===== config.mk =====
export PLATFORM = sky130hd
export DESIGN_NAME = host_channel_top
export DESIGN_NICKNAME = d
export VERILOG_FILES = /design/src/host_channel_pkg.sv /design/src/csr_regs.sv /design/src/channel_fifo.sv /design/src/channel_tester.sv /design/src/host_channel_top.sv
export SDC_FILE = /design/constraint.sdc
export NUM_CORES = 1
export LEC_CHECK = 0
export BUFFER_PORTS_ARGS = -buffer_cell sky130_fd_sc_hd__buf_2
export CORE_AREA = 3 3 234 236
export CTS_CLUSTER_DIAMETER = 100
export DETAILED_ROUTE_END_ITERATION = 16
export DIE_AREA = 0 0 237 239
export PLACE_DENSITY_LB_ADDON = 0.08
export SYNTH_ARGS = -nofsm -noshare
export SYNTH_HDL_FRONTEND = slang
export SYNTH_SLANG_ARGS = --single-unit

===== constraint.sdc =====
create_clock -name clk -period 6.07 [get_ports clk]
set_clock_uncertainty 0.15 [all_clocks]
set_input_delay 1.214 -clock clk [delete_from_list [all_inputs] [get_ports clk]]
set_output_delay 1.214 -clock clk [all_outputs]
set_load 0.05 [all_outputs]

===== src/host_channel_pkg.sv =====
// Host channel test node shared definitions
// Message width, tester modes, CSR addresses and the control settings
// passed from the register block to the tester
package host_channel_pkg;

    // Message word and counter widths
    localparam int DATA_WIDTH  = 64;
    localparam int COUNT_WIDTH = 30;
    localparam int FIFO_DEPTH  = 4;
    localparam int DONE_WIDTH  = 8;

    // One message word on either channel direction
    typedef logic [DATA_WIDTH-1:0] t_msg;

    // Tester mode, also used as the test request code
    // NORMAL as a request means nothing is requested
    typedef enum logic [1:0]
    {
        NORMAL   = 2'd0,
        SINK     = 2'd1,
        SOURCE   = 2'd2,
        LOOPBACK = 2'd3
    } t_test_mode;

    // CSR write addresses
    typedef enum logic
    {
        CSR_CTRL = 1'b0,
        CSR_TEST = 1'b1
    } t_csr_addr;

    // Settings driven by csr_regs, read by channel_tester
    typedef struct packed
    {
        logic                   user_channel_en;
        t_test_mode             test_req;
        logic [COUNT_WIDTH-1:0] test_count;
    } t_csr_settings;

endpackage


===== src/csr_regs.sv =====
// Control register block for the host channel test node
// Four-phase req/ack write port, user channel enable, one-cycle test
// request and a count of completed tests
`timescale 1ns/100ps

module csr_regs
(
    input  logic                                    clk,
    input  logic                                    reset_n,
    input  logic                                    csr_req,
    input  host_channel_pkg::t_csr_addr             csr_addr,
    input  logic [31:0]                             csr_wdata,
    input  logic                                    test_done,
    output logic                                    csr_ack,
    output host_channel_pkg::t_csr_settings         settings,
    output logic [host_channel_pkg::DONE_WIDTH-1:0] tests_done
);

    // Handshake state, ack follows the state directly
    typedef enum logic
    {
        HS_IDLE,
        HS_ACK
    } t_hs_state;

    t_hs_state hs_state;

    logic                                     user_channel_en;
    host_channel_pkg::t_test_mode             test_req;
    logic [host_channel_pkg::COUNT_WIDTH-1:0] test_count;

    // Write strobe, taken once per handshake when req is first seen
    logic wr_en;

    assign wr_en   = (hs_state == HS_IDLE) && csr_req;
    assign csr_ack = (hs_state == HS_ACK);

    // Handshake and control registers
    always_ff @(posedge clk)
    begin
        if (!reset_n)
        begin
            hs_state        <= HS_IDLE;
            user_channel_en <= 1'b0;
            test_req        <= host_channel_pkg::NORMAL;
        end
        else
        begin
            // Request lasts a single cycle
            test_req <= host_channel_pkg::NORMAL;

            case (hs_state)
                HS_IDLE:
                begin
                    if (csr_req)
                    begin
                        hs_state <= HS_ACK;
                        if (csr_addr == host_channel_pkg::CSR_CTRL)
                        begin
                            user_channel_en <= csr_wdata[0];
                        end
                        else
                        begin
                            test_req <= host_channel_pkg::t_test_mode'(csr_wdata[1:0]);
                        end
                    end
                end
                HS_ACK:
                begin
                    // Drop ack once the host releases req
                    if (!csr_req)
                    begin
                        hs_state <= HS_IDLE;
                    end
                end
                default:
                begin
                    hs_state <= HS_IDLE;
                end
            endcase
        end
    end

    // Source count payload, captured with the test request
    always_ff @(posedge clk)
    begin
        if (wr_en && (csr_addr == host_channel_pkg::CSR_TEST))
        begin
            test_count <= csr_wdata[2 +: host_channel_pkg::COUNT_WIDTH];
        end
    end

    // Completed tests, wraps at the counter width
    always_ff @(posedge clk)
    begin
        if (!reset_n)
        begin
            tests_done <= '0;
        end
        else if (test_done)
        begin
            tests_done <= tests_done + 1'b1;
        end
    end

    assign settings.user_channel_en = user_channel_en;
    assign settings.test_req        = test_req;
    assign settings.test_count      = test_count;

endmodule


===== src/channel_fifo.sv =====
// First-word-fall-through message FIFO
// rdy/enable on both sides; the head word is always shown at out_data
`timescale 1ns/100ps

module channel_fifo
#(
    parameter int depth = host_channel_pkg::FIFO_DEPTH
)
(
    input  logic                  clk,
    input  logic                  reset_n,
    input  host_channel_pkg::t_msg in_data,
    input  logic                  in_enable,
    output logic                  in_rdy,
    output host_channel_pkg::t_msg out_data,
    output logic                  out_rdy,
    input  logic                  out_enable
);

    localparam int ptr_width = $clog2(depth);
    localparam int cnt_width = $clog2(depth + 1);

    host_channel_pkg::t_msg mem [depth];

    logic [ptr_width-1:0] wr_ptr;
    logic [ptr_width-1:0] rd_ptr;
    logic [cnt_width-1:0] count;
    logic [cnt_width-1:0] count_next;

    // Occupancy after this cycle's push and pop
    always_comb
    begin
        count_next = count;
        if (in_enable && !out_enable)
        begin
            count_next = count + 1'b1;
        end
        else if (!in_enable && out_enable)
        begin
            count_next = count - 1'b1;
        end
    end

    // Word storage written on each push
    always_ff @(posedge clk)
    begin
        if (in_enable)
        begin
            mem[wr_ptr] <= in_data;
        end
    end

    // Pointers wrap explicitly so any depth works
    always_ff @(posedge clk)
    begin
        if (!reset_n)
        begin
            wr_ptr  <= '0;
            rd_ptr  <= '0;
            count   <= '0;
            in_rdy  <= 1'b0;
            out_rdy <= 1'b0;
        end
        else
        begin
            if (in_enable)
            begin
                wr_ptr <= (wr_ptr == ptr_width'(depth - 1)) ? '0 : wr_ptr + 1'b1;
            end
            if (out_enable)
            begin
                rd_ptr <= (rd_ptr == ptr_width'(depth - 1)) ? '0 : rd_ptr + 1'b1;
            end
            count   <= count_next;
            // Flags are registered and stay low through reset
            in_rdy  <= (count_next != cnt_width'(depth));
            out_rdy <= (count_next != '0);
        end
    end

    assign out_data = mem[rd_ptr];

endmodule


===== src/channel_tester.sv =====
// Test node between the host channel FIFOs and the client port
// Passes traffic in normal mode; otherwise sinks, sources or loops back
// host messages and reports completion with a one-cycle pulse
`timescale 1ns/100ps

module channel_tester
(
    input  logic                            clk,
    input  logic                            reset_n,
    input  host_channel_pkg::t_csr_settings settings,

    // Client receive side
    output host_channel_pkg::t_msg          client_rx_data,
    output logic                            client_rx_rdy,
    input  logic                            client_rx_enable,

    // Client transmit side
    input  host_channel_pkg::t_msg          client_tx_data,
    input  logic                            client_tx_enable,
    output logic                            client_tx_rdy,

    // Receive FIFO read side
    input  host_channel_pkg::t_msg          rx_data,
    input  logic                            rx_rdy,
    output logic                            rx_enable,

    // Transmit FIFO write side
    output host_channel_pkg::t_msg          tx_data,
    input  logic                            tx_rdy,
    output logic                            tx_enable,

    output host_channel_pkg::t_test_mode    test_mode,
    output logic                            test_done
);

    localparam int pad_width = host_channel_pkg::DATA_WIDTH - host_channel_pkg::COUNT_WIDTH - 1;

    host_channel_pkg::t_test_mode mode;

    // Words left to send in SOURCE mode
    logic [host_channel_pkg::COUNT_WIDTH-1:0] source_count;
    logic                                     source_last;

    assign source_last = (source_count == host_channel_pkg::COUNT_WIDTH'(1));
    assign test_mode   = mode;

    // Routing depends on mode
    always_comb
    begin
        // Normal wiring as the default
        client_rx_data = rx_data;
        tx_data        = client_tx_data;
        client_rx_rdy  = 1'b0;
        client_tx_rdy  = 1'b0;
        rx_enable      = 1'b0;
        tx_enable      = 1'b0;
        test_done      = 1'b0;

        case (mode)
            host_channel_pkg::SINK:
            begin
                // Consume host words, only while a reply could be pushed
                rx_enable = rx_rdy && tx_rdy;
                test_done = rx_enable && rx_data[0];
                // Terminating word goes back once
                tx_data   = rx_data;
                tx_enable = test_done;
            end
            host_channel_pkg::SOURCE:
            begin
                // Drain anything the host sends meanwhile
                rx_enable = rx_rdy;
                // Count in bits 30:1, last flag in bit 0
                tx_data   = {{pad_width{1'b0}}, source_count, source_last};
                tx_enable = tx_rdy;
                test_done = tx_rdy && source_last;
            end
            host_channel_pkg::LOOPBACK:
            begin
                // Pop only when the word can go straight back
                rx_enable = rx_rdy && tx_rdy;
                tx_data   = rx_data;
                tx_enable = rx_enable;
                test_done = rx_enable && rx_data[0];
            end
            default:
            begin
                // Client connected to the FIFOs
                client_rx_rdy = rx_rdy;
                rx_enable     = client_rx_enable;
                client_tx_rdy = tx_rdy && settings.user_channel_en;
                tx_enable     = client_tx_enable;
            end
        endcase
    end

    // Down-counter, reloaded whenever not sourcing
    always_ff @(posedge clk)
    begin
        if (mode != host_channel_pkg::SOURCE)
        begin
            source_count <= settings.test_count;
        end
        else if (tx_rdy)
        begin
            source_count <= source_count - 1'b1;
        end
    end

    // Mode register
    always_ff @(posedge clk)
    begin
        if (!reset_n)
        begin
            mode <= host_channel_pkg::NORMAL;
        end
        else if (settings.test_req != host_channel_pkg::NORMAL)
        begin
            // New request overrides whatever is running
            mode <= settings.test_req;
        end
        else if (test_done)
        begin
            mode <= host_channel_pkg::NORMAL;
        end
    end

endmodule


===== src/host_channel_top.sv =====
// Host channel test node top level
// Register block, receive and transmit FIFOs and the tester
`timescale 1ns/100ps

module host_channel_top
(
    input  logic                                    clk,
    input  logic                                    reset_n,

    // CSR write port
    input  logic                                    csr_req,
    input  host_channel_pkg::t_csr_addr             csr_addr,
    input  logic [31:0]                             csr_wdata,
    output logic                                    csr_ack,

    // Host to client, host side
    input  host_channel_pkg::t_msg                  host_rx_data,
    input  logic                                    host_rx_valid,
    output logic                                    host_rx_ready,

    // Host to client, client side
    output host_channel_pkg::t_msg                  client_rx_data,
    output logic                                    client_rx_rdy,
    input  logic                                    client_rx_enable,

    // Client to host, client side
    input  host_channel_pkg::t_msg                  client_tx_data,
    input  logic                                    client_tx_enable,
    output logic                                    client_tx_rdy,

    // Client to host, host side
    output host_channel_pkg::t_msg                  host_tx_data,
    output logic                                    host_tx_valid,
    input  logic                                    host_tx_ready,

    // Status
    output host_channel_pkg::t_test_mode            test_mode,
    output logic [host_channel_pkg::DONE_WIDTH-1:0] tests_done
);

    host_channel_pkg::t_csr_settings settings;
    logic                            test_done;

    // Receive FIFO read side
    host_channel_pkg::t_msg rx_data;
    logic                   rx_rdy;
    logic                   rx_enable;

    // Transmit FIFO write side
    host_channel_pkg::t_msg tx_data;
    logic                   tx_rdy;
    logic                   tx_enable;

    csr_regs csr_regs_i
    (
        .clk        (clk),
        .reset_n    (reset_n),
        .csr_req    (csr_req),
        .csr_addr   (csr_addr),
        .csr_wdata  (csr_wdata),
        .test_done  (test_done),
        .csr_ack    (csr_ack),
        .settings   (settings),
        .tests_done (tests_done)
    );

    // Host valid/ready becomes a push on the transfer edge
    channel_fifo rx_fifo_i
    (
        .clk        (clk),
        .reset_n    (reset_n),
        .in_data    (host_rx_data),
        .in_enable  (host_rx_valid && host_rx_ready),
        .in_rdy     (host_rx_ready),
        .out_data   (rx_data),
        .out_rdy    (rx_rdy),
        .out_enable (rx_enable)
    );

    channel_fifo tx_fifo_i
    (
        .clk        (clk),
        .reset_n    (reset_n),
        .in_data    (tx_data),
        .in_enable  (tx_enable),
        .in_rdy     (tx_rdy),
        .out_data   (host_tx_data),
        .out_rdy    (host_tx_valid),
        .out_enable (host_tx_valid && host_tx_ready)
    );

    channel_tester tester_i
    (
        .clk              (clk),
        .reset_n          (reset_n),
        .settings         (settings),
        .client_rx_data   (client_rx_data),
        .client_rx_rdy    (client_rx_rdy),
        .client_rx_enable (client_rx_enable),
        .client_tx_data   (client_tx_data),
        .client_tx_enable (client_tx_enable),
        .client_tx_rdy    (client_tx_rdy),
        .rx_data          (rx_data),
        .rx_rdy           (rx_rdy),
        .rx_enable        (rx_enable),
        .tx_data          (tx_data),
        .tx_rdy           (tx_rdy),
        .tx_enable        (tx_enable),
        .test_mode        (test_mode),
        .test_done        (test_done)
    );

endmodule


# Word level (Yosys, flattened, before mapping)
# Memory sizes are Yosys's and may differ from the RTL's. A register that Yosys moved wholly into a read port is not among the register bits.
# Cells that the tools add are included.
[op_classes] mux=27 reduce_logical=25 n_eq_ne=11 addsub=10 n_bitwise=4
[ops] operator="$pmux 64 s2" n=1
[ops] operator="$mux 30" n=2
[ops] operator="$eq 30x1->1 const B" n=1
[ops] operator="$sub 30x1->30 const B" n=1
[ops] operator="$mux 2" n=10
[ops] operator="$eq 2x2->1 const B" n=6
[ops] operator="$logic_and 1x1->1" n=12
[ops] operator="$mux 3" n=4
[ops] operator="$add 2x1->2 const B" n=4
[ops] operator="$add 8x1->8 const B" n=1
[ops] operator="$mux 1" n=7
[ops] operator="$add 3x1->3 const B" n=2
[ops] operator="$ne 3x3->1 const B" n=2
[ops] operator="$reduce_bool 2->1" n=3
[ops] operator="$reduce_bool 3->1" n=2
[ops] operator="$sub 3x1->3 const B" n=2
[ops] operator="$logic_not 1->1" n=4
[ops] operator="$not 1->1" n=4
[ops] operator="$pmux 1 s2" n=2
[ops] operator="$reduce_or 4->1" n=1
[ops] operator="$pmux 1 s3" n=1
[ops] operator="$reduce_and 3->1" n=1
[ops] operator="$reduce_or 3->1" n=1
[ops] operator="$eq 2x1->1 const B" n=1
[ops] operator="other kinds (2)" n=2
[word_totals] ramBits=512 n_memories=2 elab_cells=96 regBits=92
[memory_table] name="rx_fifo_i.mem" words=4 width=64 rd=1 rd_ports_with_merged_regs=1 wr=1 line="channel_fifo.sv:23" rtl="host_channel_pkg::t_msg mem [depth];"
[memory_table] name="tx_fifo_i.mem" words=4 width=64 rd=1 rd_ports_with_merged_regs=1 wr=1 line="channel_fifo.sv:23"

# Longest topological paths before layout
[logic_depth] word_depth=8 depth_mapped=8 ltp_nobuf=8

# Modules after synthesis
# A second synthesis with hierarchy kept.
[unflattened] hier_cells=1301 hier_area_um2=24623.6
[modules_own_cells] mod="channel_fifo at tx_fifo_i" area_per_inst_um2=9895.7 cells_each=393 seq_area_each_um2=7907.6 n_inst=1
[modules_own_cells] mod="channel_fifo at rx_fifo_i" area_per_inst_um2=9806.9 cells_each=394 seq_area_each_um2=7907.6 n_inst=1
[modules_own_cells] mod="channel_tester" area_per_inst_um2=3505.9 cells_each=432 seq_area_each_um2=940.9 n_inst=1
[modules_own_cells] mod="csr_regs" area_per_inst_um2=1402.6 cells_each=80 seq_area_each_um2=1141.1 n_inst=1
[modules_own_cells] mod="host_channel_top" area_per_inst_um2=12.5 cells_each=2 seq_area_each_um2=0.0 n_inst=1

# Worst setup path before layout
# Ideal clock, no wire load.
[synth_path] path_kind="input-to-reg" from="input port client_tx_enable" to="memory tx_fifo_i.mem[0][0] (netlist name) (enable)" cell_stages=4 t_arrival_ps=3637 setup_ps=429 setup_slack_ps=1854 t_required_ps=5491 n_path_buf=0 path_cell_list="mux2i_1 -> or2_2 -> a22oi_1 -> and2_1"
[synth_between] elab_chain_cells=3
[synth_lines] element="start, declared" line="host_channel_top.sv:28" rtl="input logic client_tx_enable,"
[synth_lines] element="$pmux 1 s3" line="channel_tester.sv:59" rtl="case (mode)"
[synth_lines] element="$mux 1" line="channel_fifo.sv:47" rtl="if (in_enable)"
[synth_lines] element="$mux 1 (implied by the code)" line="channel_fifo.sv:49" rtl="mem[wr_ptr] <= in_data;"
[synth_lines] element="end, declared" line="channel_fifo.sv:23"
# No other way between the ends.

==> impl_metrics.tcl <==
set metrics [dict create \
    hold_slack_ns 0.336 \
    cp_max_fo 25 \
    drc_errors 0 \
    synth_area_leaders "edfxtp_1 (72%), mux4_2 (12%), dfxtp_1 (3.0%), mux2i_1 (1.6%), o21ai_0 (1.3%)" \
    path_clk_slew_ns 0.06 \
    path_class "reg -> out" \
    port-buffer-count 310 \
    dpl.hpwl_um 40200 \
    ys_ff_latch 608 \
    power.switching_mw 3.41 \
    coreArea_um2 52700 \
    dieArea_um2 56600 \
    globalRouteOverflowTotal 0 \
    nNetsFinal 1738 \
    yosysSeqAreaShare_pct 75.3 \
    outcome "finished, final reports clean" \
    globalplace.congestion 0.850 \
    p_int_mw 7.91 \
    worstRegToRegCells 5 \
    path_buf_inv 2 \
    fp.dieW_um 237 \
    clockBufferDepth 3 \
    yosysTopAreaCell "edfxtp_1" \
    path_cells "buf_4 -> mux4_2 -> buf_2" \
    synthArstFlopShare_pct 0 \
    clock_sinks 608 \
    hp-start "csr_regs_i.test_req[0]" \
    synth_edf_count 572 \
    whs_path_depth 2 \
    netlist_instances 1221 \
    wire_per_inst_um 26.1 \
    ctsResizeCount 0 \
    firstDrtPassIters 5 \
    ctsRootBufferMaster "clkbuf_16" \
    maxCapViolCount 0 \
    viasPerCell 5.53 \
    swShare_pct 30.1 \
    grt_pass1_wl_um 86000 \
    period_minus_slack_ns 4.04 \
    maxSlewViolCount 0 \
    netlist-cell-type-count 55 \
    die_h_um 239 \
    crit_slowest_cell "dfxtp_4" \
    antenna_found_initial 23 \
    cts_max_level 3 \
    synth_flop_cell "edfxtp_1" \
    drive_above_1_share_pct 34.8 \
    hold_path_end "tester_i.test_mode[0]" \
    syn_nets 1406 \
    final_antenna_net_count 0 \
    start_kind "flop" \
    arrival_ns 2.68 \
    clk-insertion-delay-late_ns 0.58 \
    setup_viol 0 \
    ctsHoldBuffers 0 \
    postCtsSetupRepairBufs 0 \
    mostFrequentLayoutCells "edfxtp_1 (572), buf_2 (310), mux4_2 (128)" \
    area_delta_synth_final_pct 18.4 \
    seq_power_share_pct 45.9 \
    globalRouteTotalUtil_pct 21.0 \
    timing.rr.end "tx_fifo_i.mem[1][52]" \
    first_iter_violations 1093 \
    yosys.area.top_type_share_pct 72.3 \
    worstPathRequired_ns 4.71 \
    post-route-period-util_pct 66.6 \
    max_freq_mhz 247 \
    rsz0062_at_grt "false" \
    end_kind "output port" \
    num_rows 84 \
    io_pins 311 \
    powerDensity_nw_per_um2 403 \
    p_leak_nw 9.49 \
    wl_um 60000 \
    slew_headroom_pct 23.3 \
    cts_tree "built" \
    avgSynthCellArea_um2 19.5 \
    yosysWarnings 0 \
    netlist_area_um2 23800 \
    slowest_delay_ns 0.66 \
    ir_drop_mv 0.226 \
    hold_class "reg -> reg" \
    hold_viol 0 \
    grt_pass1_vias 12709 \
    grt_max_degree 78 \
    start_util_pct 45.1 \
    final.setup.tns_ns 0 \
    clockPowerShare_pct 33.1 \
    cts_buffers 66 \
    tightest_slew_ns 1.15 \
    mostFrequentLayoutCell "edfxtp_1" \
    pwr-share-comb_pct 21.0 \
    cp_top_family "buffers and inverters" \
    vias 12725 \
    r2r_slack_ns 2.63 \
]
[cells by family after synthesis]
kind of cell | after synthesis | share of synthesized area (%)
AO/OA/AOI/OAI | 139 | 3.87
AND/OR/NAND/NOR | 185 | 3.83
buffers and inverters | 75 | 1.20
adder cells (fa/ha/maj) | 17 | 0.895
XOR/XNOR | 30 | 1.11
flip-flops | 608 | 75.3
multiplexers | 167 | 13.8
[sequential cells by signal (all words and copies together), names as in the netlist, 2 cells and up, named ones only]
signal                 cells
rx_fifo_i.count            3
rx_fifo_i.wr_ptr           2
tx_fifo_i.wr_ptr           2
rx_fifo_i.rd_ptr           2
tx_fifo_i.mem            256
csr_regs_i.test_req        2
csr_regs_i.test_count     30
tester_i.test_mode         2
tx_fifo_i.count            3
tx_fifo_i.rd_ptr           2
rx_fifo_i.mem            256
tester_i.source_count     30
csr_regs_i.tests_done      8
[worst max path at each step]
stage	cells past startpoint	start	to
final	3	flop	host_tx_data[41]
after global routing	3	flop	host_tx_data[41]
after CTS	3	flop	host_tx_data[41]
after detailed placement	6	client_tx_enable	tx_fifo_i.mem[1][55]
after global placement	6	client_tx_enable	tx_fifo_i.mem[1][50]
after floorplan	4	client_tx_enable	tx_fifo_i.mem[0][0]
[synthesized netlist by cell type (all sizes together) (2+ instances only)]
master	number
edfxtp	572
mux4	128
nand2	78
o21ai	62
mux2i	39
clkbuf	36
dfxtp	36
a22o	34
nor2	32
buf	23
xnor2	21
nor3	18
ha	17
inv	16
a21oi	12
and2	10
xor2	9
and3	8
a31oi	7
nand3	6
nor4	6
or4	6
or3	4
a211oi	3
nand2b	3
o211ai	3
a211o	2
a311oi	2
and4	2
nand4	2
nor2b	2
o2111ai	2
o31ai	2
or2	2
[worst reg2reg max path, delay by kind of cell, from the launching register on]
kind                   cells  cell delay [ns]
flip-flops                 1             1.02
multiplexers               1             0.43
AND/OR/NAND/NOR            2             0.94
AO/OA/AOI/OAI              1             0.21
buffers and inverters      1             0.21
[per-stage QoR]
stage / std cells / worst slack, ns / util (%) / total power, mW / cell area [µm²]
2_1_floorplan: 1221 / 1.85 / - / 6.97 / 23800
3_3_place_gp: 2173 / 2.50 / 49.6 / 7.68 / 26100
6_report: 2301 / 2.03 / 53.4 / 11.3 / 28100
5_1_grt: 2293 / 1.82 / 53.4 / 11.8 / 28100
3_5_place_dp: 2173 / 2.48 / 49.6 / 7.71 / 26100
4_1_cts: 2286 / 1.89 / 53.4 / 11.5 / 28100
[cell type report]
cell class | instances | area [µm²]
fillers | 4240 | 24500
flip-flops and latches | 608 | 17900
multi-input cells | 538 | 5620
clock buffers | 99 | 1880
repair buffers | 323 | 1650
well taps | 688 | 861
clock inverters | 14 | 119
inverters | 16 | 60.1
diodes | 15 | 37.5
[routing by layer]
layer / vias to the layer above / GRT usage [%] / share of wire, %
met1: 6610 / 31.4 / 46
met5: - / 0 / 0.098
li1: 5657 / - / -
met3: 89 / 4.96 / 6.4
met2: 359 / 30.3 / 45
met4: 10 / 7.60 / 2.5
[power groups by stage]
stage	registers, mW	logic [mW]	clock network (mW)
6_report	5.20	2.38	3.75
5_1_grt	5.24	2.51	4.00
4_1_cts	5.21	2.41	3.84
3_5_place_dp	5.30	2.41	0
3_3_place_gp	5.28	2.40	0
2_1_floorplan	5.21	1.75	0
No activity file was read; power rests on OpenSTA's default activity.
